**src/sweep_pkg.sv**
```systemverilog
package sweep_pkg;

  // signed adc and reference sample width
  localparam int sample_w = 14;
  // amplitude and phase result width
  localparam int acc_w = 32;
  // frequency word sent to the external sine source
  localparam int freq_w = 32;
  // table depth and point index
  localparam int addr_w = 8;
  // run-length and crossing counters
  localparam int count_w = 16;

  // defaults for the top level parameters
  localparam int default_settle_cycles = 4;
  localparam int default_meas_cycles = 4;
  localparam int default_min_run = 10;

  typedef logic signed [sample_w-1:0] sample_t;
  // amplitude, signed
  typedef logic signed [acc_w-1:0] amp_t;
  // phase lag in samples, unsigned
  typedef logic [acc_w-1:0] acc_t;
  typedef logic [freq_w-1:0] freq_t;
  typedef logic [addr_w-1:0] addr_t;
  typedef logic [count_w-1:0] count_t;

  // one settle/measure/report pass per sweep point
  typedef enum logic [2:0] {
    idle,
    settle,
    measure,
    report,
    done
  } sweep_state_t;

endpackage

```
**src/crossing_detect.sv**
```systemverilog
module crossing_detect #(
  parameter int MIN_RUN = sweep_pkg::default_min_run
) (
  input  logic               clk125,
  input  logic               areset_n,
  input  sweep_pkg::sample_t sample,
  output sweep_pkg::sample_t sample_q,
  output logic               crossing
);
  import sweep_pkg::*;

  // wait for non-negative, count the run, armed for the drop
  typedef enum logic [1:0] {
    wait_pos,
    run,
    armed
  } run_state_t;

  localparam count_t run_limit = count_t'(MIN_RUN);

  run_state_t run_state;
  count_t     run_cnt;
  logic       is_neg;

  // sign bit of the registered sample
  assign is_neg = sample_q[sample_w-1];

  always_ff @(posedge clk125 or negedge areset_n)
  begin
    if (!areset_n)
    begin
      sample_q  <= '0;
      run_state <= wait_pos;
      run_cnt   <= '0;
      crossing  <= 1'b0;
    end
    else
    begin
      sample_q <= sample;
      // single cycle pulse
      crossing <= 1'b0;
      case (run_state)
        wait_pos:
          if (!is_neg)
          begin
            run_state <= run;
            run_cnt   <= count_t'(1);
          end
        run:
          if (is_neg)
          begin
            // chatter near zero, start over
            run_state <= wait_pos;
            run_cnt   <= '0;
          end
          else if (run_cnt < run_limit)
            run_cnt <= run_cnt + 1'b1;
          else
          begin
            // run longer than MIN_RUN
            run_state <= armed;
            run_cnt   <= '0;
          end
        armed:
          if (is_neg)
          begin
            run_state <= wait_pos;
            crossing  <= 1'b1;
          end
        default:
          run_state <= wait_pos;
      endcase
    end
  end

endmodule

```
**config.mk**
```make
export PLATFORM = sky130hd
export DESIGN_NAME = crossing_detect
export DESIGN_NICKNAME = d
export VERILOG_FILES = /design/src/sweep_pkg.sv /design/src/crossing_detect.sv
export SDC_FILE = /design/constraint.sdc
export NUM_CORES = 1
export LEC_CHECK = 0
export ABC_AREA = 1
export BUFFER_PORTS_ARGS = -buffer_cell sky130_fd_sc_hd__buf_4
export CORE_UTILIZATION = 53
export DETAILED_ROUTE_END_ITERATION = 12
export PLACE_DENSITY = 0.91
export SLEW_MARGIN = 20
export SYNTH_ARGS = -nofsm -noshare
export SYNTH_HDL_FRONTEND = slang
export SYNTH_SLANG_ARGS = --single-unit
```
**constraint.sdc**
```tcl
create_clock -name clk125 -period 3.2 [get_ports clk125]
set_input_delay 0.64 -clock clk125 [delete_from_list [all_inputs] [get_ports clk125]]
set_output_delay 0.64 -clock clk125 [all_outputs]
set_load 0.05 [all_outputs]
```
After elaboration in Yosys (flattened, before gate mapping)
Cells that the tools add are included.
{ "totals": {"reg_bits": 33, "in_bits": 16, "out_inout_bits": 15, "wordCells": 26} }
{ "op_classes": {"n_addsub": 1, "n_lt_le_gt_ge": 1, "eq_ne": 5, "muxes": 11, "n_reduce_logical": 4} }
{ "op_table": {"columns": ["operator", "count"], "rows": [
  ["16-bit two-way mux", 3],
  ["16-bit one-hot mux with 2 select lines", 1],
  ["16-bit by 1-bit adder with 16-bit output (second input constant)", 1],
  ["16-bit by 4-bit less-than comparator with 1-bit output (second input constant)", 1],
  ["2-bit two-way mux", 4],
  ["2-bit one-hot mux with 3 select lines", 1],
  ["2-bit inequality test (second input constant)", 2],
  ["3-bit inequality test (second input constant)", 1],
  ["3-bit AND reduction", 1],
  ["2-bit by 1-bit == test with 1-bit output (second input constant)", 1],
  ["2-bit == test (second input constant)", 1],
  ["2-bit logical NOT", 1],
  ["1-bit two-way mux", 2],
  ["2-bit AND reduction", 1],
  ["2-bit nonzero test", 1]
]} }

Longest topological paths before layout
Gate-level depths: netlist (run 1).
{ "depth": {"word_depth": 4, "ltp_mapped": 7, "depth_no_buf": 6} }

Worst setup path after synthesis (run 1)
OpenSTA, ideal clock, no wires.
{ "synth_timing": {"path_type": "reg-to-output", "startpoint": "register sample_q[13]", "endpoint": "output port sample_q[13]", "t_arrival_ns": 0.670, "required_time_ns": 2.560, "path_slack_ns": 1.890, "path_stages_with_launch": 1, "n_path_buf": 0, "path_cell_list": "dfrtp_1"} }
{ "synth_rtl": {"columns": ["element", "line_no", "text"], "rows": [
  ["start, declared", "crossing_detect.sv:7", "output sweep_pkg::sample_t sample_q,"],
  ["start signal, assigned", "crossing_detect.sv:39", "sample_q <= sample;"]
]} }
No word-level cell between the ends.

Worst setup path after layout (run 1)
{ "layout_timing": {"startpoint": "register sample_q[13]", "endpoint": "output port sample_q[13]"} }
No word-level cell between the ends.

==> results of run 1 <==
-- cells in the final DEF (no fill, tap or decap), types with 2 or more instances in the layout --
master    synthesis  layout
inv_1            18      18
clkbuf_8          0       2
o21ai_0           4       4
nand2_1          16      16
nand3_1           3       3
buf_4             1      30
dfrtp_1          33      33
nor2_1           26      26
a21oi_2           2       2
clkbuf_4          0       5
-- per-stage QoR --
stage / util / std cells / hold WS, ns
global placement: 0.695 / 163 / 0.480
global route: 0.730 / 171 / 0.240
finish: 0.730 / 171 / 0.234
detailed placement: 0.695 / 163 / 0.484
CTS: 0.730 / 171 / 0.235
floorplan: - / 108 / 0.344
-- area by class of cell --
cell class                      count  area [um2]
Sequential cell                    33         826
Fill cell                         132         541
Multi-Input combinational cell     54         235
Timing Repair Buffer               30         225
Inverter                           19        71.3
Clock buffer                        7        65.1
Tap cell                           27        33.8
Clock inverter                      1        5.00
-- cell families after synthesis --
| kind of cell | after synthesis | share of synthesized area |
|---|---|---|
| AND/OR/NAND/NOR | 45 | 0.150 |
| flip-flops | 33 | 0.717 |
| adder cells (fa/ha/maj) | 1 | 0.0109 |
| buffers and inverters | 21 | 0.0783 |
| AO/OA/AOI/OAI | 8 | 0.0435 |
-- power by group --
part / internal [W] / switching [W] / total [W]
sequential: 0.000429 / 0.00000674 / 0.000436
combinational: 0.0000279 / 0.0000562 / 0.0000840
clock: 0.000127 / 0.000129 / 0.000256
-- flip-flops by register name (all words and copies together), names as in the netlist --
register and count:
crossing 1, run_cnt 16, run_state 2, sample_q 14
-- layer usage --
metal / vias up / routed length (um) / track usage
met1: 361 / 740 / 0.223
met4: 0 / 31 / 0.0931
met5: - / 0 / 0
met3: 4 / 234 / 0.135
met2: 35 / 913 / 0.306
li1: 389 / - / -
-- path summary, 6_finish.rpt --
check / start / endpoint / cells after the start
setup / recovery: sample_q[13] / sample_q[13] / 1
hold / removal: areset_n / run_cnt[11] / 1
setup reg to reg: sample_q[13] / run_cnt[2] / 4
hold reg to reg: run_cnt[9] / run_cnt[9] / 2
max in group asynchronous: areset_n / sample_q[1] / 1
min in group clk125: sample[2] / sample_q[2] / 1
==> impl_metrics.py, run 1 <==
metrics = {
    "setup_path": {
        "slowest_delay_ns": 0.47,
        "cp.arrival_ns": 1.03,
        "crit_chain": "buf_4",
        "critPathLaunchType": "flop",
        "worst_setup_path_end_kind": "primary output",
        "crit_type": "reg2out",
        "path_buf_inv": 1,
        "worst_ep_required_time_ns": 2.56,
        "crit_slowest_cell": "dfrtp_1",
        "worst-r2r-setup-slack_ns": 1.61,
        "crit_family": "flip-flops",
        "path_max_fanout": 6,
    },
    "placed_design": {
        "port_buffers": 30,
        "post_dp_cell_area_um2": 1390,
        "dp.final_hpwl_mm": 1.31,
        "gp_congestion": 0.755,
        "dp_slack_ns": 1.61,
    },
    "timing": {
        "period_needed_ns": 1.67,
        "maxSlewHeadroom": 0.462,
        "rsz0062_at_grt": "no",
        "drv_slew": 0,
        "max_clock_freq_mhz": 599,
        "timing.final.crit_share": 0.522,
        "setup_violations": 0,
        "layout_setup_ws_ns": 1.53,
        "worstMarginPinSlew_ns": 0.807,
        "finalHoldViolations": 0,
        "tns_ns": 0,
        "fin_skew_ns": 0.00615,
    },
    "global_route": {
        "grt_pass1_wl_mm": 3.38,
        "grt_pass1_vias": 791,
        "overflow": 0,
        "grt_usage": 0.204,
        "antenna_found_initial": 0,
        "grt_max_degree": 34,
    },
    "clocking": {
        "cts_root_buffer": "clkbuf_4",
        "cts_setup_buffers": 0,
        "clk_latency_ns": 0.32,
        "cts_hold_buf": 0,
        "cts_tree": "yes",
        "clkSinkCount": 33,
        "cts_max_level": 2,
        "clkSlewWorstSetupHoldPaths_ns": 0.10,
        "cts_made_buffers": 5,
        "clockBufferDepth": 2,
        "cts_resized": 0,
    },
    "layout": {
        "drive_gt1_frac": 0.285,
        "nNetsFinal": 160,
        "antenna_cells": 0,
        "finalInstanceArea_um2": 1460,
        "area_growth_pct": 27.0,
    },
    "logic_synthesis": {
        "synth_nets": 125,
        "synth-warning-count": 0,
        "syn-instance-count": 108,
        "synth_edf_count": 0,
        "netlist_top_cells_count": "dfrtp_1 (33), nor2_1 (26), inv_1 (18)",
        "synth_ff_type": "dfrtp_1",
        "ys_seq_elements": 33,
        "yosysSeqAreaShare": 0.717,
        "syn_avg_cell_area_um2": 10.7,
        "netlist.area_leader.share": 0.717,
        "synth.most_common_cell": "dfrtp_1",
        "synth_top_area_cell": "dfrtp_1",
        "async_flop_share": 1.00,
        "synth.area.top_cells": "dfrtp_1 (72%), nor2_1 (8.5%), inv_1 (5.9%)",
        "synth.distinct_cells": 13,
        "syn_area_um2": 1150,
    },
    "routing": {
        "drt_iter0_drc": 7,
        "firstDrtPassIters": 4,
        "drt-wirelength-per-cell_um": 11.2,
        "routed_wl_mm": 1.92,
        "vias_per_cell": 4.61,
        "vias": 789,
        "route.detailed.drc": 0,
        "antenna_left": 0,
    },
    "pwr": {
        "power_density_nw_per_um2": 531,
        "p_leak_nw": 0.741,
        "total_power_w": 0.000775,
        "ir_drop_uv": 485,
    },
    "floorplanning": {
        "die_height_um": 48.6,
        "start_util": 0.575,
        "die_area_um2": 2360,
        "ios": 31,
        "core_area_um2": 2000,
        "fp.dieW_um": 48.6,
        "placementRows": 16,
    },
    "hold_path": {
        "holdCritPathClass": "in2async",
    },
    "status": {
        "status": "complete, no violations",
    },
    "job": {
        "drv_cap": 0,
    },
}
No activity file was read; power rests on OpenSTA's default activity.
==> run 2, diff against run 1 <==
--- a/config.mk
+++ b/config.mk
@@ -7,9 +7,9 @@
 export LEC_CHECK = 0
 export ABC_AREA = 1
 export BUFFER_PORTS_ARGS = -buffer_cell sky130_fd_sc_hd__buf_4
-export CORE_UTILIZATION = 53
+export CORE_UTILIZATION = 50
 export DETAILED_ROUTE_END_ITERATION = 12
-export PLACE_DENSITY = 0.91
+export PLACE_DENSITY = 0.88
 export SLEW_MARGIN = 20
 export SYNTH_ARGS = -nofsm -noshare
 export SYNTH_HDL_FRONTEND = slang
==> constraint.sdc (replaced) <==
create_clock -name clk125 -period 1.75 [get_ports clk125]
set_input_delay 0.35 -clock clk125 [delete_from_list [all_inputs] [get_ports clk125]]
set_output_delay 0.35 -clock clk125 [all_outputs]
set_load 0.05 [all_outputs]
==> impl_metrics.py, run 2 (synthesized netlist as in run 1, its figures left out) <==
metrics = {
    "layout": {
        "mostFrequentLayoutCells": "dfrtp_1 (33), buf_4 (31), nor2_1 (26)",
        "top_register": "run_cnt",
        "area_growth_pct": 26.7,
        "antenna_cells": 0,
        "largest_reg_flops": 16,
        "fillers": 173,
        "layout.cells.non_filler": 174,
        "biggestRegsByFlops": "run_cnt: 16 flops, sample_q: 14 flops, run_state: 2 flops",
        "drive_gt1_frac": 0.267,
        "final_common_cell": "dfrtp_1",
        "final_core_util": 0.666,
        "nNetsFinal": 162,
    },
    "clocking": {
        "cts_made_buffers": 5,
        "clkSinkCount": 33,
        "cts_resized": 0,
        "clockBufferDepth": 2,
        "cts_tree": "yes",
        "cts_root_buffer": "clkbuf_4",
        "cts_max_level": 2,
        "clkSlewWorstSetupHoldPaths_ns": 0.09,
        "cts_setup_buffers": 0,
        "clk_latency_ns": 0.32,
    },
    "timing": {
        "period_needed_ns": 1.40,
        "holdWs_ns": 0.133,
        "finalHoldViolations": 0,
        "maxSlewHeadroom": 0.570,
        "drv_slew": 0,
        "setup_violations": 0,
        "rsz0062_at_grt": "no",
        "worstMarginPinSlew_ns": 0.645,
        "fin_skew_ns": 0.0112,
        "layout_setup_ws_ns": 0.348,
        "timing.final.crit_share": 0.801,
        "max_clock_freq_mhz": 713,
        "tns_ns": 0,
    },
    "floorplanning": {
        "die_area_um2": 2500,
        "placementRows": 17,
        "start_util": 0.525,
        "fp.dieW_um": 50.0,
        "ios": 31,
        "die_height_um": 50.0,
        "core_area_um2": 2190,
    },
    "routing": {
        "vias": 798,
        "drt_iter0_drc": 16,
        "vias_per_cell": 4.59,
        "route.detailed.drc": 0,
        "drt-wirelength-per-cell_um": 11.1,
        "routed_wl_mm": 1.93,
        "firstDrtPassIters": 4,
        "antenna_left": 0,
    },
    "setup_path": {
        "path_max_fanout": 15,
        "worst_setup_path_end_kind": "flop",
        "crit_type": "reg2reg",
        "critPathLaunchType": "flop",
        "cp.arrival_ns": 1.59,
        "worst_ep_required_time_ns": 1.93,
    },
    "pwr": {
        "power_density_nw_per_um2": 917,
        "p_leak_nw": 0.735,
        "ir_drop_uv": 727,
    },
    "status": {
        "status": "complete, no violations",
    },
    "global_route": {
        "overflow": 0,
        "grt_pass1_vias": 847,
        "antenna_found_initial": 0,
        "grt_pass1_wl_mm": 3.33,
        "grt_usage": 0.194,
        "grt_max_degree": 34,
    },
    "placed_design": {
        "dp_slack_ns": 0.351,
        "port_buffers": 30,
        "place_inst": 165,
        "dp.final_hpwl_mm": 1.46,
        "gp_congestion": 0.756,
    },
    "job": {
        "drv_cap": 0,
    },
    "hold_path": {
        "holdCritPathClass": "in2reg",
    },
}
==> run 2: worst max-delay path: stages (launching register included) <==
cell and delay [ns]:
dfrtp_1 0.39, inv_2 0.06, a21oi_2 0.53, nand3_1 0.14, nand2_1 0.10, a21oi_1 0.04
==> run 2: worst paths after layout <==
path,start,endpoint,slack (ns),cells after the start
max,run_state[0],run_cnt[2],0.35,5
min,sample[5],sample_q[5],0.13,1
max in group asynchronous,areset_n,sample_q[11],0.96,2
max reg2reg,run_state[0],run_cnt[2],0.35,5
min reg2reg,run_cnt[9],run_cnt[9],0.50,2
min in group asynchronous,areset_n,run_cnt[13],0.49,2
==> run 2: layer usage <==
metal | GRT usage | wire length [um]
met4 | 0.124 | 34
met3 | 0.0988 | 177
met5 | 0 | 0
met1 | 0.197 | 752
met2 | 0.311 | 969
==> run 2: where the power goes <==
part           switching (W)  internal (W)
combinational       0.000103     0.0000539
clock               0.000225      0.000160
sequential         0.0000119      0.000784
==> run 2: timing repair <==
item                                   in CTS  in global routing
setup endpoints to repair                   0                  0
endpoints found under the hold margin      33                  0
hold buffers                                1                  0
==> run 2: per-stage QoR <==
step,cell area [um2],total power (W)
floorplan,1150,0.000896
global placement,1400,0.000963
detailed placement,1400,0.000969
CTS,1460,0.00135
global route,1460,0.00140
finish,1460,0.00134
==> run 2: cell type report <==
| type | count | area, um2 | area share |
|---|---|---|---|
| clock buffer | 8 | 48.8 | 0.0334 |
| sequential | 33 | 826 | 0.566 |
| tap | 28 | 35.0 | 0.0240 |
| timing repair buffer | 32 | 243 | 0.166 |
| multi-input combinational | 54 | 235 | 0.161 |
| inverter | 19 | 71.3 | 0.0489 |
