<file path="src/sweep_pkg.sv">
package sweep_pkg;

  // signed adc and reference sample width
  localparam int sample_w = 14;
  // amplitude and phase result width
  localparam int acc_w = 32;
  // frequency word sent to the external sine source
  localparam int freq_w = 32;
  // table depth and point index
  localparam int addr_w = 8;
  // run-length and crossing counters
  localparam int count_w = 16;

  // defaults for the top level parameters
  localparam int default_settle_cycles = 4;
  localparam int default_meas_cycles = 4;
  localparam int default_min_run = 10;

  typedef logic signed [sample_w-1:0] sample_t;
  // amplitude, signed
  typedef logic signed [acc_w-1:0] amp_t;
  // phase lag in samples, unsigned
  typedef logic [acc_w-1:0] acc_t;
  typedef logic [freq_w-1:0] freq_t;
  typedef logic [addr_w-1:0] addr_t;
  typedef logic [count_w-1:0] count_t;

  // one settle/measure/report pass per sweep point
  typedef enum logic [2:0] {
    idle,
    settle,
    measure,
    report,
    done
  } sweep_state_t;

endpackage

</file>
<file path="src/sweep_fsm.sv">
module sweep_fsm (
  input  logic                    clk125,
  input  logic                    areset_n,
  input  logic                    start,
  input  sweep_pkg::addr_t        last_point,
  input  logic                    settle_end,
  input  logic                    meas_end,
  output sweep_pkg::sweep_state_t state,
  output sweep_pkg::addr_t        point,
  output logic                    result_valid,
  output sweep_pkg::addr_t        result_point,
  output logic                    sweep_done
);
  import sweep_pkg::*;

  always_ff @(posedge clk125 or negedge areset_n)
  begin
    if (!areset_n)
    begin
      state        <= idle;
      point        <= '0;
      result_valid <= 1'b0;
      result_point <= '0;
      sweep_done   <= 1'b0;
    end
    else
    begin
      // strobe, one cycle after report
      result_valid <= 1'b0;
      case (state)
        idle:
        begin
          sweep_done <= 1'b0;
          if (start)
          begin
            state <= settle;
            point <= '0;
          end
        end
        // wait for the reference to settle on the new word
        settle:
          if (settle_end)
            state <= measure;
        measure:
          if (meas_end)
            state <= report;
        // trackers latch here
        report:
        begin
          result_valid <= 1'b1;
          result_point <= point;
          if (point == last_point)
            state <= done;
          else
          begin
            point <= point + 1'b1;
            state <= settle;
          end
        end
        done:
        begin
          // registered so it trails the last result_valid
          sweep_done <= 1'b1;
          if (!start)
          begin
            // handshake with host, start low ends the sweep
            state      <= idle;
            point      <= '0;
            sweep_done <= 1'b0;
          end
        end
        default:
          state <= idle;
      endcase
    end
  end

endmodule

</file>
<file path="config.mk">
export PLATFORM = sky130hd
export DESIGN_NAME = sweep_fsm
export DESIGN_NICKNAME = d
export VERILOG_FILES = /design/src/sweep_pkg.sv /design/src/sweep_fsm.sv
export SDC_FILE = /design/constraint.sdc
export NUM_CORES = 1
export LEC_CHECK = 0
export BUFFER_PORTS_ARGS = -buffer_cell sky130_fd_sc_hd__clkbuf_2
export CORE_MARGIN = 3
export CORE_UTILIZATION = 49
export CTS_CLUSTER_DIAMETER = 150
export CTS_CLUSTER_SIZE = 8
export DETAILED_ROUTE_END_ITERATION = 16
export PLACE_DENSITY = 0.78
export REMOVE_ABC_BUFFERS = 1
export SLEW_MARGIN = 15
export SYNTH_ARGS = -nofsm -noshare
export SYNTH_HDL_FRONTEND = slang
export SYNTH_SLANG_ARGS = --single-unit
</file>
<file path="constraint.sdc">
create_clock -name clk125 -period 2.43 [get_ports clk125]
set_clock_uncertainty 0.2 [all_clocks]
set_input_delay 0.243 -clock clk125 [delete_from_list [all_inputs] [get_ports clk125]]
set_output_delay 0.243 -clock clk125 [all_outputs]
set_load 0.01 [all_outputs]
</file>
# Yosys cells after proc, flatten, opt, wreduce, memory -nomap -nowiden
# Cells that the tools add are included.
# totals
ff_bits,21
in_bits,13
output_inout_bits,21
wordCells,34
# op_classes
n_addsub,1
eq_ne,10
mux,13
n_reduce_logical,5
# op_table
operator,count
$mux W8,3
$pmux W8 S3,1
$mux W3,5
$pmux W3 S5,1
$ne A2 B2 Y1 const B,5
$add A8 B1 Y8 const B,1
$eq A8 B8 Y1,1
$reduce_and A4 Y1,2
$eq A3 B2 Y1 const B,2
$eq A3 B1 Y1 const B,1
$eq A3 B3 Y1 const B,1
$logic_not A3 Y1,1
$reduce_bool A3 Y1,1
$mux W1,2
$pmux W1 S2,1
$reduce_bool A2 Y1,1

# Longest topological paths before layout
# Gate-level depths: netlist (run 1).
# depth
word_depth,3
ltp_mapped,7
depth_no_buf,6

# Worst setup path after synthesis (run 1)
# No wires, ideal clock.
# synth_path
kind,reg-to-reg
start,register point[2]
end,register point[6]
t_arrival_ns,1.481
t_required_ns,2.150
slack_ns,0.668
stages_incl_launch_ff,7
path_buffers,1
path_cell_list,dfrtp_1 buf_2 xnor2_1 nand4_1 nor2_1 or4b_1 o211ai_2
# synth_via
elab_chain_cells,3
elab_cells_between_ends,6
classes_between,add/sub (1); eq/ne (2); mux (2); reduce/logical (1)
# synth_lines
element,line,rtl
from (decl),sweep_fsm.sv:9,"output sweep_pkg::addr_t point,"
from (signal assigned),sweep_fsm.sv:56,point <= point + 1'b1;
$add A8 B1 Y8 or $eq A8 B8 Y1 (tied branches),"sweep_fsm.sv:56, sweep_fsm.sv:52",
$mux W8 or $ne A2 B2 Y1 (tied branches),--,
$pmux W8 S3 or $reduce_and A4 Y1 (tied branches),--,
# Parallel ways exist; a longest one is shown, timed or not. The select of a mux whose other input is x is not followed.
# A chain may end at the register's enable or synchronous reset.

# Final worst setup path (run 1)
# layout_path
start,register state[1]
end,register point[3]
# layout_via
elab_chain_cells,3
elab_cells_between_ends,9
classes_between,eq/ne (5); mux (1); reduce/logical (3)
# layout_lines
element,line,rtl
from (decl),sweep_fsm.sv:8,"output sweep_pkg::sweep_state_t state,"
from (signal assigned),sweep_fsm.sv:20,state <= idle;
from (signal assigned),sweep_fsm.sv:36,state <= settle;
from (signal assigned),sweep_fsm.sv:43,state <= measure;
$eq A3 B2 Y1 (tied with other cells),sweep_fsm.sv:30,case (state)
$ne A2 B2 Y1 (no source line) or $reduce_bool A3 Y1 (tied branches),--,
$reduce_and A4 Y1 (no source line),--,
# Parallel ways exist; a longest one is shown, timed or not.

==> results of run 1 <==
## Yosys cell counts
master / count
nand2_1: 29
dfrtp_1: 21
xnor2_1: 8
o21ai_0: 6
inv_1: 5
nand3_1: 5
nor2_1: 5
a21oi_1: 4
a31oi_1: 4
buf_2: 3
a211oi_1: 2
a21o_1: 2
and2b_1: 2
buf_6: 2
nand4_1: 2
nor3_1: 2
o211ai_2: 2
or2_1: 2
a31o_1: 1
a41oi_1: 1
clkbuf_1: 1
ha_1: 1
mux2i_1: 1
nand3b_1: 1
nor2_2: 1
o311ai_0: 1
o31a_1: 1
or4_1: 1
or4b_1: 1
xor2_1: 1
## report_power, final
part           internal (mW)  total (mW)  switching, mW
Clock                 0.0640       0.164          0.100
Combinational          0.216       0.511          0.294
Sequential             0.441       0.550          0.110
## through the flow
step	util, %	instance area, µm²
after floorplan	-	1040
after global placement	62.3	1260
after detailed placement	62.3	1260
after CTS	64.0	1290
after global routing	64.0	1290
final	64.0	1290
## worst register-to-register path: stages (launching register included)
cell and delay, ns:
dfrtp_1 0.49, nand2_1 0.07, or2_1 0.32, buf_4 0.21, or4_1 0.52, o211ai_2 0.09
## worst max-delay path by stage
stage | startpoint | endpoint | slack, ns
floorplan | state[1] | point[2] | 0.44
global placement | state[1] | point[3] | 0.55
detailed placement | state[1] | point[3] | 0.49
CTS | state[1] | point[3] | 0.46
global route | state[1] | point[2] | 0.29
finish | state[1] | point[3] | 0.45
## cell usage in the layout (no fill, tap or decap), types with 3 or more instances in the layout
cell      instances
a21oi_1           4
a31oi_1           4
clkbuf_2         33
clkbuf_4          3
dfrtp_1          21
inv_1             5
nand2_1          29
nand3_1           5
nor2_1            5
o21ai_0           6
xnor2_1           8
## flip-flops by register name, summed over array words and instances (netlist names)
signal,cells
result_point,8
state,3
result_valid,1
point,8
sweep_done,1
## area by class of cell
class                   count  area [µm²]
fillers                   187         727
inverters                   5        18.8
multi-input cells          86         500
repair buffers             36         190
flip-flops and latches     21         526
well taps                  27        33.8
clock buffers               4        26.3
## cells by family (layout without fill, tap and decap cells)
family	Yosys count	in the layout	share of synthesized area, %
xor+xnor	9	9	7.26
mux	1	1	0.922
fa+ha+maj	1	1	1.15
compound gates	24	24	15.2
flops	21	21	48.4
buf+inv	11	45	5.53
simple gates	51	51	21.5
## per-layer routing
| metal | global-route usage, % | wire length [µm] | vias to the layer above |
|---|---|---|---|
| li1 | - | - | 474 |
| met1 | 23.9 | 1050 | 443 |
| met2 | 33.1 | 1180 | 21 |
| met3 | 2.54 | 95 | 4 |
| met4 | 7.23 | 25 | 0 |
| met5 | 0 | 0 | - |
## repair_timing
action	CTS	global route
setup buffers	0	0
endpoints found under the hold margin	21	0
hold buffers	1	0
endpoints found under the setup margin	0	0
gates resized for setup	0	0
==> impl_metrics.env, run 1 <==
export IMPL_status="complete, no violations"
export IMPL_min_path_cells=3
export IMPL_critPathMaxFanout=10
export IMPL_area_delta_synth_final_pct=19.2
export IMPL_p_leak_nw=0.679
export IMPL_portBuffers=33
export IMPL_post_synth_inst_count=118
export IMPL_vias=942
export IMPL_synth_warnings=0
export IMPL_ant_nets=0
export IMPL_worstSetupPathType="reg -> reg"
export IMPL_cts_buffer_depth=2
export IMPL_power_density_nw_per_um2=946
export IMPL_rr_endpoint="point[3]"
export IMPL_hold_start="start"
export IMPL_cts_buffers_inserted=3
export IMPL_r2r_start="state[1]"
export IMPL_fp_dieH_um=53.1
export IMPL_core_area_um2=2020
export IMPL_finalSetupTns_ns=0
export IMPL_cpLargestDelayFamily="simple AND/OR/NAND/NOR gates"
export IMPL_finalHoldViolCount=0
export IMPL_dp_cells=174
export IMPL_reg2reg_depth=5
export IMPL_nNetsFinal=167
export IMPL_path_clk_slew_ns=0.10
export IMPL_pre_cts_ws_ns=0.486
export IMPL_die_x_um=53.1
export IMPL_syn_cell_area_um2=1090
export IMPL_holdPathEnd="sweep_done"
export IMPL_antenna_cells=0
export IMPL_whs_ns=0.0341
export IMPL_antenna_found_initial=0
export IMPL_crit_required_ns=2.46
export IMPL_ys_top_cells_by_area="dfrtp_1 (48%), nand2_1 (10%), xnor2_1 (6.5%), o21ai_0 (2.8%), a31oi_1 (2.3%)"
export IMPL_cts_root_buf="clkbuf_4"
export IMPL_seq_area_frac_synth_pct=48.4
export IMPL_setup_worst_path_end_class="flip-flop"
export IMPL_fin_cells=179
export IMPL_path_depth=5
export IMPL_routed_wl_mm=2.35
export IMPL_ir_worst_vdd_mv=0.516
export IMPL_drc=0
export IMPL_setup_viol=0
export IMPL_rsz0062_at_grt="no"
export IMPL_crit_buf_inv=1
export IMPL_synth_top_area_cell="dfrtp_1"
export IMPL_rrSetupSlack_ns=0.45
export IMPL_htreeDepth=1
export IMPL_worst_path_largest_cell_delay_ns=0.52
export IMPL_cp_start_kind="flip-flop"
export IMPL_path_cells="nand2_1, or2_1, buf_4, or4_1, o211ai_2"
export IMPL_synth_top_area_share_pct=48.4
export IMPL_fp_row_count=16
export IMPL_grt_max_degree=22
export IMPL_gp_congestion=0.833
export IMPL_grt_pass1_wl_mm=3.93
export IMPL_initial_core_util_pct=53.7
export IMPL_synth_seq_cells=21
export IMPL_power_mw=1.23
export IMPL_grt_pass1_vias=924
export IMPL_cts_tree="done"
export IMPL_clk_latency_ns=0.30
export IMPL_final_min_clock_period_ns=1.98
export IMPL_finalCritPeriodShare_pct=81.4
export IMPL_crit_slowest_cell="or4_1"
export IMPL_maxSlewHeadroom_pct=64.1
export IMPL_fin_ws_ns=0.452
export IMPL_drv_cap=0
export IMPL_ys_types=30
export IMPL_clkSinkCount=21
export IMPL_viasPerCell=5.26
export IMPL_drt_pass1_iterations=4
export IMPL_wire_per_inst_um=13.1
export IMPL_dp_hpwl_mm=1.79
export IMPL_min_path_type="in -> reg"
export IMPL_slew_viol_final=0
export IMPL_drt_iter0_drc=19
export IMPL_cp_data_arrival_time_ns=2.00
export IMPL_io_pin_count=34
export IMPL_die_area_um2=2820
export IMPL_grt_overflow=0
export IMPL_syn_avg_cell_area_um2=9.20
export IMPL_max_slew_worst_pin_slew_ns=0.536
export IMPL_drive_gt1_share_pct=27.0
export IMPL_fmax_ghz=0.505
export IMPL_grt_usage_pct=19.1
No activity file was read; power rests on OpenSTA's default activity.
==> run 2: changes to the inputs <==
clock period = 2 ns   (was 2.43 ns; I/O delays follow)
==> run 2 against run 1 <==
Sequential power grew 21%. Final area rose by 1.4%. Final cell count grew 1.1%. Worst setup slack got worse by 0.30 ns. Sequential cell count is the same. Total power up 23%. Count of clock-buffer cells in the layout unchanged.
==> impl_metrics.env, run 2 (same netlist as run 1, synthesis figures left out) <==
export IMPL_viasPerCell=5.42
export IMPL_grt_usage_pct=19.2
export IMPL_setup_viol=0
export IMPL_rsz0062_at_grt="no"
export IMPL_antenna_found_initial=0
export IMPL_reg2reg_depth=5
export IMPL_slew_viol_final=0
export IMPL_crit_buf_inv=0
export IMPL_drt_pass1_iterations=4
export IMPL_fp_row_count=16
export IMPL_finalSetupTns_ns=0
export IMPL_io_pin_count=34
export IMPL_grt_pass1_wl_mm=4.02
export IMPL_drv_cap=0
export IMPL_top_regs="point (8), result_point (8), state (3)"
export IMPL_path_cells="xnor2_1, nand4_1, nor2_1, a21oi_1, o21ai_0"
export IMPL_cp_data_arrival_time_ns=1.87
export IMPL_die_area_um2=2820
export IMPL_drc=0
export IMPL_holdPathEnd="state[1]"
export IMPL_clkSinkCount=21
export IMPL_vias=981
export IMPL_clk_latency_ns=0.29
export IMPL_grt_overflow=0
export IMPL_power_density_nw_per_um2=1150
export IMPL_status="complete, no violations"
export IMPL_min_path_type="in -> reg"
export IMPL_cts_buffers_inserted=3
export IMPL_power_share_switching_pct=41.1
export IMPL_drive_gt1_share_pct=27.3
export IMPL_p_leak_nw=0.687
export IMPL_final_min_clock_period_ns=1.84
export IMPL_finalCritPeriodShare_pct=92.2
export IMPL_critPathMaxFanout=9
export IMPL_comb_power_share_pct=42.6
export IMPL_pre_cts_ws_ns=0.192
export IMPL_final_common_cell="clkbuf_2"
export IMPL_fmax_ghz=0.542
export IMPL_fp_dieH_um=53.1
export IMPL_crit_slowest_cell="dfrtp_1"
export IMPL_r2r_start="point[5]"
export IMPL_regArea_um2=526
export IMPL_maxSlewHeadroom_pct=64.6
export IMPL_worstSetupPathType="reg -> reg"
export IMPL_cts_resized=0
export IMPL_portBuffers=33
export IMPL_core_area_um2=2020
export IMPL_rrSetupSlack_ns=0.16
export IMPL_cp_startpoint="point[5]"
export IMPL_routed_wl_mm=2.44
export IMPL_grt_pass1_vias=966
export IMPL_cts_buffer_depth=2
export IMPL_sequentialPowerShare_pct=44.2
export IMPL_multi_input_area_um2=500
export IMPL_grt_max_degree=22
export IMPL_gp_congestion=0.910
export IMPL_hold_start="settle_end"
export IMPL_antenna_cells=0
export IMPL_min_path_cells=4
export IMPL_fin_ws_ns=0.156
export IMPL_cp_start_kind="flip-flop"
export IMPL_crit_required_ns=2.02
export IMPL_whs_ns=0.111
export IMPL_finalHoldViolCount=0
export IMPL_cts_root_buf="clkbuf_4"
export IMPL_htreeDepth=1
export IMPL_die_x_um=53.1
export IMPL_path_clk_slew_ns=0.11
export IMPL_ant_nets=0
export IMPL_ir_worst_vdd_mv=0.712
export IMPL_worst_path_largest_cell_delay_ns=0.49
export IMPL_cts_setup_buffers=0
export IMPL_cts_tree="done"
export IMPL_area_delta_synth_final_pct=20.9
export IMPL_rr_endpoint="point[1]"
export IMPL_initial_core_util_pct=53.7
export IMPL_switchingPower_mw=0.618
export IMPL_fillers=179
export IMPL_cpLargestDelayFamily="simple AND/OR/NAND/NOR gates"
export IMPL_setup_worst_path_end_class="flip-flop"
export IMPL_wire_per_inst_um=13.5
export IMPL_final_cell_mix="clkbuf_2 (33), nand2_1 (29), dfrtp_1 (21)"
export IMPL_p_int_mw=0.888
export IMPL_max_slew_worst_pin_slew_ns=0.530
export IMPL_dp_hpwl_mm=1.82
export IMPL_p_clk_share_pct=13.1
export IMPL_nNetsFinal=169
export IMPL_cts_hold_buf=2
export IMPL_drt_iter0_drc=32
[run 2: cell count changes in the layout (fill, tap and decap cells not counted), sizes merged]
cell and delta:
buf +1, dlygate4sd3 +1
[run 2: worst max-delay path by stage]
stage               cells after the start       end
finish                                  5  point[1]
global route                            5  point[4]
CTS                                     5  point[6]
detailed placement                      5  point[6]
global placement                        5  point[1]
floorplan                               6  point[4]
[run 2: area by class of cell]
cell class,instances,share of cell area (%)
flip-flops and latches,21,40.0
well taps,27,2.57
inverters,5,1.43
repair buffers,38,15.8
clock buffers,4,2.00
multi-input cells,86,38.1
[run 2: stage by stage]
| stage | util [%] | instance area, µm² | power (mW) | instances |
|---|---|---|---|---|
| after floorplan | - | 1040 | 1.04 | 112 |
| after global placement | 62.6 | 1270 | 1.29 | 175 |
| after detailed placement | 62.6 | 1270 | 1.31 | 175 |
| after CTS | 64.9 | 1310 | 1.51 | 181 |
| after global routing | 64.9 | 1310 | 1.63 | 181 |
| final | 64.9 | 1310 | 1.51 | 181 |
[run 2: power groups by stage]
stage	clock [mW]	combinational, mW	sequential, mW
finish	0.198	0.642	0.666
global route	0.219	0.720	0.687
CTS	0.204	0.643	0.667
detailed placement	0	0.637	0.675
global placement	0	0.629	0.665
floorplan	0	0.332	0.708
[run 2: layer usage]
metal	wire (µm)	global-route usage [%]
met4	10	8.51
met2	1210	32.9
met1	1040	23.4
met3	185	3.38
met5	0	0
[run 2: worst min-delay path: stages]
cell and delay, ns:
clkbuf_2 0.07, and2b_1 0.15, mux2i_1 0.08, nor2_1 0.08
