File: src/sweep_pkg.sv
package sweep_pkg;

  // signed adc and reference sample width
  localparam int sample_w = 14;
  // amplitude and phase result width
  localparam int acc_w = 32;
  // frequency word sent to the external sine source
  localparam int freq_w = 32;
  // table depth and point index
  localparam int addr_w = 8;
  // run-length and crossing counters
  localparam int count_w = 16;

  // defaults for the top level parameters
  localparam int default_settle_cycles = 4;
  localparam int default_meas_cycles = 4;
  localparam int default_min_run = 10;

  typedef logic signed [sample_w-1:0] sample_t;
  // amplitude, signed
  typedef logic signed [acc_w-1:0] amp_t;
  // phase lag in samples, unsigned
  typedef logic [acc_w-1:0] acc_t;
  typedef logic [freq_w-1:0] freq_t;
  typedef logic [addr_w-1:0] addr_t;
  typedef logic [count_w-1:0] count_t;

  // one settle/measure/report pass per sweep point
  typedef enum logic [2:0] {
    idle,
    settle,
    measure,
    report,
    done
  } sweep_state_t;

endpackage

File: src/cycle_counter.sv
module cycle_counter #(
  parameter int SETTLE_CYCLES = sweep_pkg::default_settle_cycles,
  parameter int MEAS_CYCLES   = sweep_pkg::default_meas_cycles
) (
  input  logic                    clk125,
  input  logic                    areset_n,
  input  sweep_pkg::sweep_state_t state,
  input  logic                    ref_cross,
  input  logic                    a_cross,
  input  logic                    b_cross,
  output logic                    settle_end,
  output logic                    meas_end
);
  import sweep_pkg::*;

  localparam count_t settle_last = count_t'(SETTLE_CYCLES - 1);
  localparam count_t meas_last   = count_t'(MEAS_CYCLES - 1);
  localparam count_t meas_full   = count_t'(MEAS_CYCLES);

  sweep_state_t state_q;
  count_t       cross_cnt;
  logic         a_done;

  // enough a crossings seen, this cycle's one included
  assign a_done = (cross_cnt >= meas_full) || (a_cross && (cross_cnt == meas_last));

  always_ff @(posedge clk125 or negedge areset_n)
  begin
    if (!areset_n)
    begin
      state_q    <= idle;
      cross_cnt  <= '0;
      settle_end <= 1'b0;
      meas_end   <= 1'b0;
    end
    else
    begin
      state_q    <= state;
      settle_end <= 1'b0;
      meas_end   <= 1'b0;
      // fresh count on every state change
      if (state != state_q)
        cross_cnt <= '0;
      else
      begin
        case (state)
          settle:
            if (ref_cross)
            begin
              cross_cnt <= cross_cnt + 1'b1;
              if (cross_cnt == settle_last)
                settle_end <= 1'b1;
            end
          measure:
          begin
            // saturate once the a count is reached
            if (a_cross && (cross_cnt < meas_full))
              cross_cnt <= cross_cnt + 1'b1;
            // close on the b crossing that follows
            if (b_cross && a_done)
              meas_end <= 1'b1;
          end
          default:
            cross_cnt <= '0;
        endcase
      end
    end
  end

endmodule

File: config.mk
export PLATFORM = sky130hd
export DESIGN_NAME = cycle_counter
export DESIGN_NICKNAME = d
export VERILOG_FILES = /design/src/sweep_pkg.sv /design/src/cycle_counter.sv
export SDC_FILE = /design/constraint.sdc
export NUM_CORES = 1
export LEC_CHECK = 0
export ABC_AREA = 1
export BUFFER_PORTS_ARGS = -buffer_cell sky130_fd_sc_hd__buf_2
export CAP_MARGIN = 20
export CORE_MARGIN = 3
export CORE_UTILIZATION = 46
export DETAILED_ROUTE_END_ITERATION = 10
export PLACE_DENSITY = 0.64
export SYNTH_ARGS = -nofsm -noshare
export SYNTH_HDL_FRONTEND = slang
export SYNTH_SLANG_ARGS = --single-unit
File: constraint.sdc
create_clock -name clk125 -period 1.8 [get_ports clk125]
set_input_delay 0.36 -clock clk125 [delete_from_list [all_inputs] [get_ports clk125]]
set_output_delay 0.36 -clock clk125 [all_outputs]
set_load 0.01 [all_outputs]
After elaboration in Yosys (flattened, before gate mapping)
Cells that the tools add are included.

word-level totals
  bits in registers = 21
  word-level logic and storage cells = 29
  output and inout port bits = 2
  input port bits = 8

cells by class
  mux-type cells = 11
  add/sub/neg operators = 1
  reduce and logical (&&, ||, !) cells = 5
  $lt $le $gt $ge = 2
  equality and inequality tests = 6

operators with widths
  cell                                                                            count
  16-bit 2-to-1 mux                                                               3
  16-bit one-hot mux with 2 select lines                                          1
  16-bit by 1-bit adder with 16-bit output (second input constant)                1
  16-bit by 2-bit == test with 1-bit output (second input constant)               1
  16-bit by 3-bit >= comparator with 1-bit output (second input constant)         1
  16-bit by 3-bit less-than comparator with 1-bit output (second input constant)  1
  1-bit 2-to-1 mux                                                                7
  3-bit != test (second input constant)                                           2
  3-bit by 1-bit == test with 1-bit output (second input constant)                1
  3-bit by 2-bit == test with 1-bit output (second input constant)                1
  1-bit logical AND                                                               3
  3-bit != test                                                                   1
  2-bit AND reduction                                                             1
  1-bit logical OR                                                                1

Logic depth before layout (Yosys ltp)
Gate-level depths: netlist of the first run.

  depth after elaboration = 7
  mapped depth = 10
  depth with buffers taken out = 10

Least setup slack after synthesis of the first run
Ideal clock, no wire load.

  path type = reg2reg
  start = register cross_cnt[7]
  end = register cross_cnt[8]
  buffers on the path = 2
  arrival time = 1.271 ns
  period minus slack after synthesis = 1.387 ns
  stages on the path, launching flop included = 11
  setup slack = 0.413 ns
  required time = 1.684 ns
  library setup time = 0.116 ns
  cell sequence = dfrtp_1 > nor2_1 > nand2_1 > nor2_1 > nand3_1 > nand3_1 > nand2_1 > buf_6 > buf_6 > nand2_1 > nand2_1

between the ends
  cells in the longest elaborated chain, start to end = 4
  elaborated cells on any way between the ends = 9
  classes of those cells = add/sub (1); order compare (1); eq/ne (1); mux (4); reduce/logical (2)

RTL lines
  what                                                                                                                RTL line                                                       source
  start: declaration                                                                                                  cycle_counter.sv:21                                            count_t cross_cnt;
  start signal: assignment                                                                                            cycle_counter.sv:50                                            cross_cnt <= cross_cnt + 1'b1;
  start signal: assignment                                                                                            cycle_counter.sv:58                                            cross_cnt <= cross_cnt + 1'b1;
  16-bit by 1-bit adder with 16-bit output or 16-bit by 3-bit less-than comparator with 1-bit output (tied branches)  cycle_counter.sv:50, cycle_counter.sv:58, cycle_counter.sv:57
  16-bit 2-to-1 mux (tied with other cells)                                                                           cycle_counter.sv:57                                            if (a_cross && (cross_cnt < meas_full))
  16-bit one-hot mux with 2 select lines or 3-bit != test (tied branches)                                             --
  16-bit 2-to-1 mux or 2-bit AND reduction (tied branches)                                                            --

Parallel ways exist; a longest one is shown, timed or not. The select of a mux whose other input is x is not followed.
A chain may end at the register's enable or synchronous reset.

Final worst setup path of the first run
  start = register cross_cnt[0]
  end = register cross_cnt[8]

Same word-level chain as after synthesis.

==> metrics.md, run 1 <==
| Metric | Value |
|---|---|
| Worst EP required | 2.01 ns |
| Vias in the first global route | 1204 |
| Global-route wire length before repair | 5306 um |
| Final critical-path required period | 1.563 ns |
| Final setup TNS | 0 ns |
| Level count of the clock H-tree | 1 |
| Detailed router's first-iteration violation count | 56 |
| Routed WL | 3089 um |
| Unrepaired setup endpoints after global routing | no |
| Total area of multi-input combinational cells | 754.5 sq um |
| Most common cell after layout, fill and taps aside | nand2_1 |
| Max-slew violation total from the final report | 0 |
| Cell leakage power | 0.7621 nW |
| Achievable Freq | 0.6396 GHz |
| Post-DRT Antenna Nets | 0 |
| Mapped Nets | 226 |
| Placeable core region | 2853 sq um |
| Crit-path max FO | 5 |
| Area fraction of the dominant cell type after synthesis | 36.84% |
| R2r worst-path depth | 10 |
| Maximum number of pins on one net before global-route repair | 22 |
| Area growth, synth to finish | 7.895% |
| Fraction of final layout cells with drive strength greater than 1 | 10.48% |
| Final Cycle Share | 86.86% |
| Library cell occupying the most area in the post-synthesis netlist | dfrtp_1 |
| Grt ovf | 0 |
| Synth area leaders | dfrtp_1 37%, nand2_1 21%, inv_1 7.6% |
| Num ports | 10 |
| Detail-routed net length per standard cell | 11.88 um |
| TritonCTS clock tree | yes |
| Status | finished, final reports clean |
| Post-detailed-route via-to-cell ratio | 5.131 |
| Count of mapped cells out of synthesis | 216 |
| Drt drc | 0 |
| Register bit count reported by yosys | 21 |
| Sequential fraction of the synthesis area | 36.84% |
| Total power consumption of the routed design | 786.0 uW |
| Worst-case setup slack after placement | 0.2473 ns |
| Worst Max-Slew Pin Slew | 0.4711 ns |
| Worst-path clk slew | 0.13 ns |
| Cell chosen for the clock root | clkbuf_4 |
| Die span in y | 61.69 um |
| Quantity of gates resized following cts | 0 |
| Worst clock skew on the final layout | 0.01058 ns |
| Port Buffer Count | 9 |
| Total setup violations reported at the end of the flow | 0 |
| Final Hold Viols | 0 |
| Category of the worst setup path capture point | flip-flop |
| Worst min-delay path category | in2reg |
| Antenna diodes | 0 |
| Placed wire-length estimate | 2316 um |
| Horizontal die dimension | 61.69 um |
| Pre-antenna DRT Iters | 4 |
| Unique cell type count in the Yosys netlist | 20 |
| Site Rows | 19 |
| DIE AREA | 3805 sq um |
| Max rail drop VDD | 0.2808 mV |
| MaxCap Viol Count | 0 |
| Number of buffers on the longest clock path | 2 |
| Worst relative slew slack | 68.59% |
| Total via count after detailed routing | 1334 |
| CP startpoint kind | flip-flop |
| RePlAce Congestion | 0.8353 |
| Filler cells | 290 |
| Setup CP Type | reg2reg |
| Antenna violations before repair | 0 |
| PnR worst setup slack | 0.2366 ns |
| Final Net Count | 240 |
| Initial core utilization | 50.00% |
| Total power per unit cell area | 510.7 nW/um^2 |
| Num CTS Buffers | 3 |
| Yosys warning count | 0 |
| Synthesized area per cell | 6.604 sq um |
| Leading cell types in the layout, fill and taps excluded | 80 x nand2_1, 29 x inv_1, 28 x nor2_1 |
| Arrival time at the worst endpoint | 1.78 ns |
| Worst hold slack after final layout | 0.1749 ns |
| Sequential cell area | 525.5 sq um |
| Hold Path Cell Cnt | 1 |
| Clock sink count | 21 |
| Summed instance area of the synthesized netlist | 1426 sq um |
| Overall fraction of global-route tracks in use | 18.74% |
| Insertion delay of the later-clocked pin in the worst-skew pair | 0.31 ns |
==> final cells by class <==
cell class / count / area share, %
tap: 31 / 2.520
inverter: 29 / 7.073
timing repair buffer: 14 / 5.528
multi-input combinational: 161 / 49.02
sequential: 21 / 34.15
clock buffer: 4 / 1.707
==> cell families (layout without fill, tap and decap cells) <==
family	after synthesis	in the layout	share of synthesized area, %
adder cells (fa/ha/maj)	2	2	1.754
XOR/XNOR	3	3	1.842
AND/OR/NAND/NOR	138	138	40.79
flip-flops	21	21	36.84
AO/OA/AOI/OAI	18	18	8.508
buffers and inverters	34	47	10.26
==> power by group <==
part / switching (mW) / leakage, nW / total [mW] / internal, mW
combinational: 0.0469 / 0.461 / 0.0687 / 0.0219
clock: 0.153 / 0.0150 / 0.239 / 0.0866
sequential: 0.00240 / 0.286 / 0.478 / 0.476
==> worst max-delay path, cell delays in order (launching register included) <==
cell and delay [ns]:
dfrtp_1 0.43, ha_1 0.23, nand2_1 0.09, nor2_1 0.17, inv_1 0.10, nor2_1 0.12
nand2_1 0.07, nand3b_1 0.11, nor2_1 0.05, nand2_1 0.06, nand2_1 0.04
==> what timing repair did <==
| item | in CTS | in global routing |
|---|---|---|
| hold endpoints to repair | 8 | 0 |
| hold buffers | 1 | 0 |
| buffers inserted | 0 | 0 |
==> path summary, 6_finish.rpt <==
path / startpoint / endpoint / slack, ns
max: cross_cnt[0]$_DFFE_PN0P_ / cross_cnt[8]$_DFFE_PN0P_ / 0.24
min: state[0] / state_q[0]$_DFF_PN0_ / 0.17
max reg2reg: cross_cnt[0]$_DFFE_PN0P_ / cross_cnt[8]$_DFFE_PN0P_ / 0.24
min reg2reg: cross_cnt[1]$_DFFE_PN0P_ / cross_cnt[1]$_DFFE_PN0P_ / 0.58
max in group asynchronous: areset_n / cross_cnt[5]$_DFFE_PN0P_ / 0.95
min in group asynchronous: areset_n / cross_cnt[11]$_DFFE_PN0P_ / 0.52
==> flip-flops by register name, summed over array words and instances, names as in the netlist <==
register	count
state_q	3
cross_cnt	16
settle_end	1
meas_end	1
==> synth_stat cells, drive strengths merged <==
cell type and n:
a21oi 1, a31oi 1, buf 5, dfrtp 21, ha 2, inv 29, nand2 80, nand3 12
nand3b 1, nand4 13, nor2 30, nor3 2, o21ai 13, o21bai 3, xnor2 2, xor2 1
==> layer usage <==
| layer | vias to the layer above | track usage, % | part of all wire [%] |
|---|---|---|---|
| li1 | 702 | - | - |
| met1 | 602 | 26.92 | 49 |
| met2 | 23 | 28.55 | 46 |
| met3 | 7 | 2.725 | 3.4 |
| met4 | 0 | 6.667 | 1.7 |
| met5 | - | 0 | 0 |
==> stage by stage <==
stage          cells  utilization, %  area, sq um
3_5_place_dp     255           52.68         1503
2_1_floorplan    216               -         1426
4_1_cts          260           53.95         1539
5_1_grt          260           53.95         1539
3_3_place_gp     255           52.68         1503
6_report         260           53.95         1539
Note: power is estimated with default switching activity, not from simulation.
==> inputs of run 2 (changes only) <==
RECOVER_POWER = 100   (was unset)
==> metrics.md, run 2 (synthesis results as in run 1) <==
| Metric | Value |
|---|---|
| Status | finished, final reports clean |
| MaxCap Viol Count | 0 |
| Overall fraction of global-route tracks in use | 18.74% |
| Site Rows | 19 |
| Category of the worst setup path capture point | flip-flop |
| Total power per unit cell area | 515.4 nW/um^2 |
| Total placed instance area | 1503 sq um |
| Final instance count without filler cells | 260 |
| Pre-antenna DRT Iters | 4 |
| Unrepaired setup endpoints after global routing | no |
| Grt ovf | 0 |
| CP startpoint kind | flip-flop |
| Placed wire-length estimate | 2316 um |
| Worst Max-Slew Pin Slew | 1.120 ns |
| Worst-case setup slack after placement | 0.2473 ns |
| R2r worst-path depth | 10 |
| Detail-routed net length per standard cell | 11.98 um |
| Die span in y | 61.69 um |
| Final core utilization | 52.98% |
| Part of the power in combinational logic | 8.5% |
| Largest register by flop count | cross_cnt |
| Worst clock skew on the final layout | 0.009621 ns |
| Post-detailed-route via-to-cell ratio | 5.119 |
| Clock sink count | 21 |
| Cell chosen for the clock root | clkbuf_4 |
| Setup CP Type | reg2reg |
| Filler cells | 303 |
| Final Hold Viols | 0 |
| DP Cell Count | 255 |
| Final setup TNS | 0 ns |
| Leading cell types in the layout, fill and taps excluded | 80 x nand2_1, 29 x inv_1, 28 x nor2_1 |
| Initial core utilization | 50.00% |
| Launch instance of the worst min-delay path | state[0] |
| Achievable Freq | 0.6382 GHz |
| Flip-flop count of the largest register, all copies and words added | 16 |
| Largest registers | cross_cnt: 16 flops, state_q: 3 flops |
| Total via count after detailed routing | 1331 |
| Drt drc | 0 |
| Cell leakage power | 0.7325 nW |
| Horizontal die dimension | 61.69 um |
| DIE AREA | 3805 sq um |
| Worst min-delay path category | in2reg |
| Worst Hold Path EP | state_q[0]$_DFF_PN0_ |
| Hold Path Cell Cnt | 1 |
| Placeable core region | 2853 sq um |
| Vias in the first global route | 1204 |
| Maximum number of pins on one net before global-route repair | 22 |
| Post-DRT Antenna Nets | 0 |
| Reg power frac | 61.4% |
| Post-layout instance area | 1511 sq um |
| PnR worst setup slack | 0.2331 ns |
| Worst relative slew slack | 25.35% |
| TritonCTS clock tree | yes |
| Crit-path max FO | 5 |
| Fraction of final layout cells with drive strength greater than 1 | 6.114% |
| Level count of the clock H-tree | 1 |
| Reg-to-Reg Start | cross_cnt[0]$_DFFE_PN0P_ |
| Max-slew violation total from the final report | 0 |
| Post-CTS Repair Setup Buffers | 0 |
| Area growth, synth to finish | 5.965% |
| Routed WL | 3116 um |
| Arrival time at the worst endpoint | 1.77 ns |
| Total setup violations reported at the end of the flow | 0 |
| Insertion delay of the later-clocked pin in the worst-skew pair | 0.31 ns |
| Number of buffers on the longest clock path | 2 |
| Num CTS Buffers | 3 |
| Cell internal pwr | 581.3 uW |
| Detailed router's first-iteration violation count | 62 |
| Most common cell after layout, fill and taps aside | nand2_1 |
| Final Net Count | 240 |
| Antenna diodes | 0 |
| Final critical-path required period | 1.567 ns |
| Total power consumption of the routed design | 779.0 uW |
| Port Buffer Count | 9 |
| Antenna violations before repair | 0 |
| Global-route wire length before repair | 5306 um |
| RePlAce Congestion | 0.8353 |
| Worst-path clk slew | 0.13 ns |
| Worst EP required | 2.01 ns |
| Switching part of the total power | 25.38% |
| Setup slack, reg-to-reg | 0.23 ns |
| Worst hold slack after final layout | 0.1881 ns |
| Reg-to-reg critical path endpoint | cross_cnt[8]$_DFFE_PN0P_ |
| Num ports | 10 |
| Switching power summed over all nets | 197.7 uW |
| Final Cycle Share | 87.05% |
| Max rail drop VDD | 0.2798 mV |
| Share of total power in the clock network | 30.1% |
[run 2: layout make-up]
class	instances	area [sq um]	share of cell area, %
multi-input cells	161	739.5	48.92
flip-flops and latches	21	525.5	34.77
inverters	29	108.9	7.202
repair buffers	14	72.57	4.801
well taps	31	38.79	2.566
clock buffers	4	26.28	1.738
[run 2: power by group through the flow]
stage	combinational, mW	clock (mW)	sequential [mW]
4_1_cts	0.0703	0.250	0.478
5_1_grt	0.0745	0.277	0.479
6_report	0.0663	0.235	0.478
2_1_floorplan	0.0371	0	0.487
3_5_place_dp	0.0685	0	0.487
3_3_place_gp	0.0675	0	0.487
[run 2: how the worst max path moves through the flow]
stage                                      to  cells after the start                     start  slack (ns)
CTS                  cross_cnt[8]$_DFFE_PN0P_                     10  cross_cnt[0]$_DFFE_PN0P_        0.25
floorplan            cross_cnt[8]$_DFFE_PN0P_                     10  cross_cnt[7]$_DFFE_PN0P_        0.41
global route         cross_cnt[5]$_DFFE_PN0P_                      2                  areset_n        0.06
finish               cross_cnt[8]$_DFFE_PN0P_                     10  cross_cnt[0]$_DFFE_PN0P_        0.23
detailed placement  cross_cnt[13]$_DFFE_PN0P_                     10                  state[1]        0.25
global placement    cross_cnt[13]$_DFFE_PN0P_                     10                  state[1]        0.30
[run 2: routing by layer]
layer	wire (um)	vias up	track usage [%]
met3	88	4	2.725
met4	35	0	6.667
met5	0	-	0
li1	-	703	-
met2	1429	22	28.55
met1	1563	602	26.92
[run 2: worst max-delay path, cell delays in order, from the launching register on]
cell and delay [ns]:
dfrtp_1 0.43, ha_1 0.23, nand2_1 0.09, nor2_1 0.17
inv_1 0.10, nor2_1 0.12, nand2_1 0.08, nand3b_1 0.10
nor2_1 0.04, nand2_1 0.06, nand2_1 0.04
[run 2: what timing repair did]
| action | 4_1_cts | 5_1_grt |
|---|---|---|
| resized for setup | 0 | 0 |
| hold endpoints to repair | 8 | 0 |
| hold buffers | 1 | 0 |
| endpoints found under the setup margin | 0 | 0 |
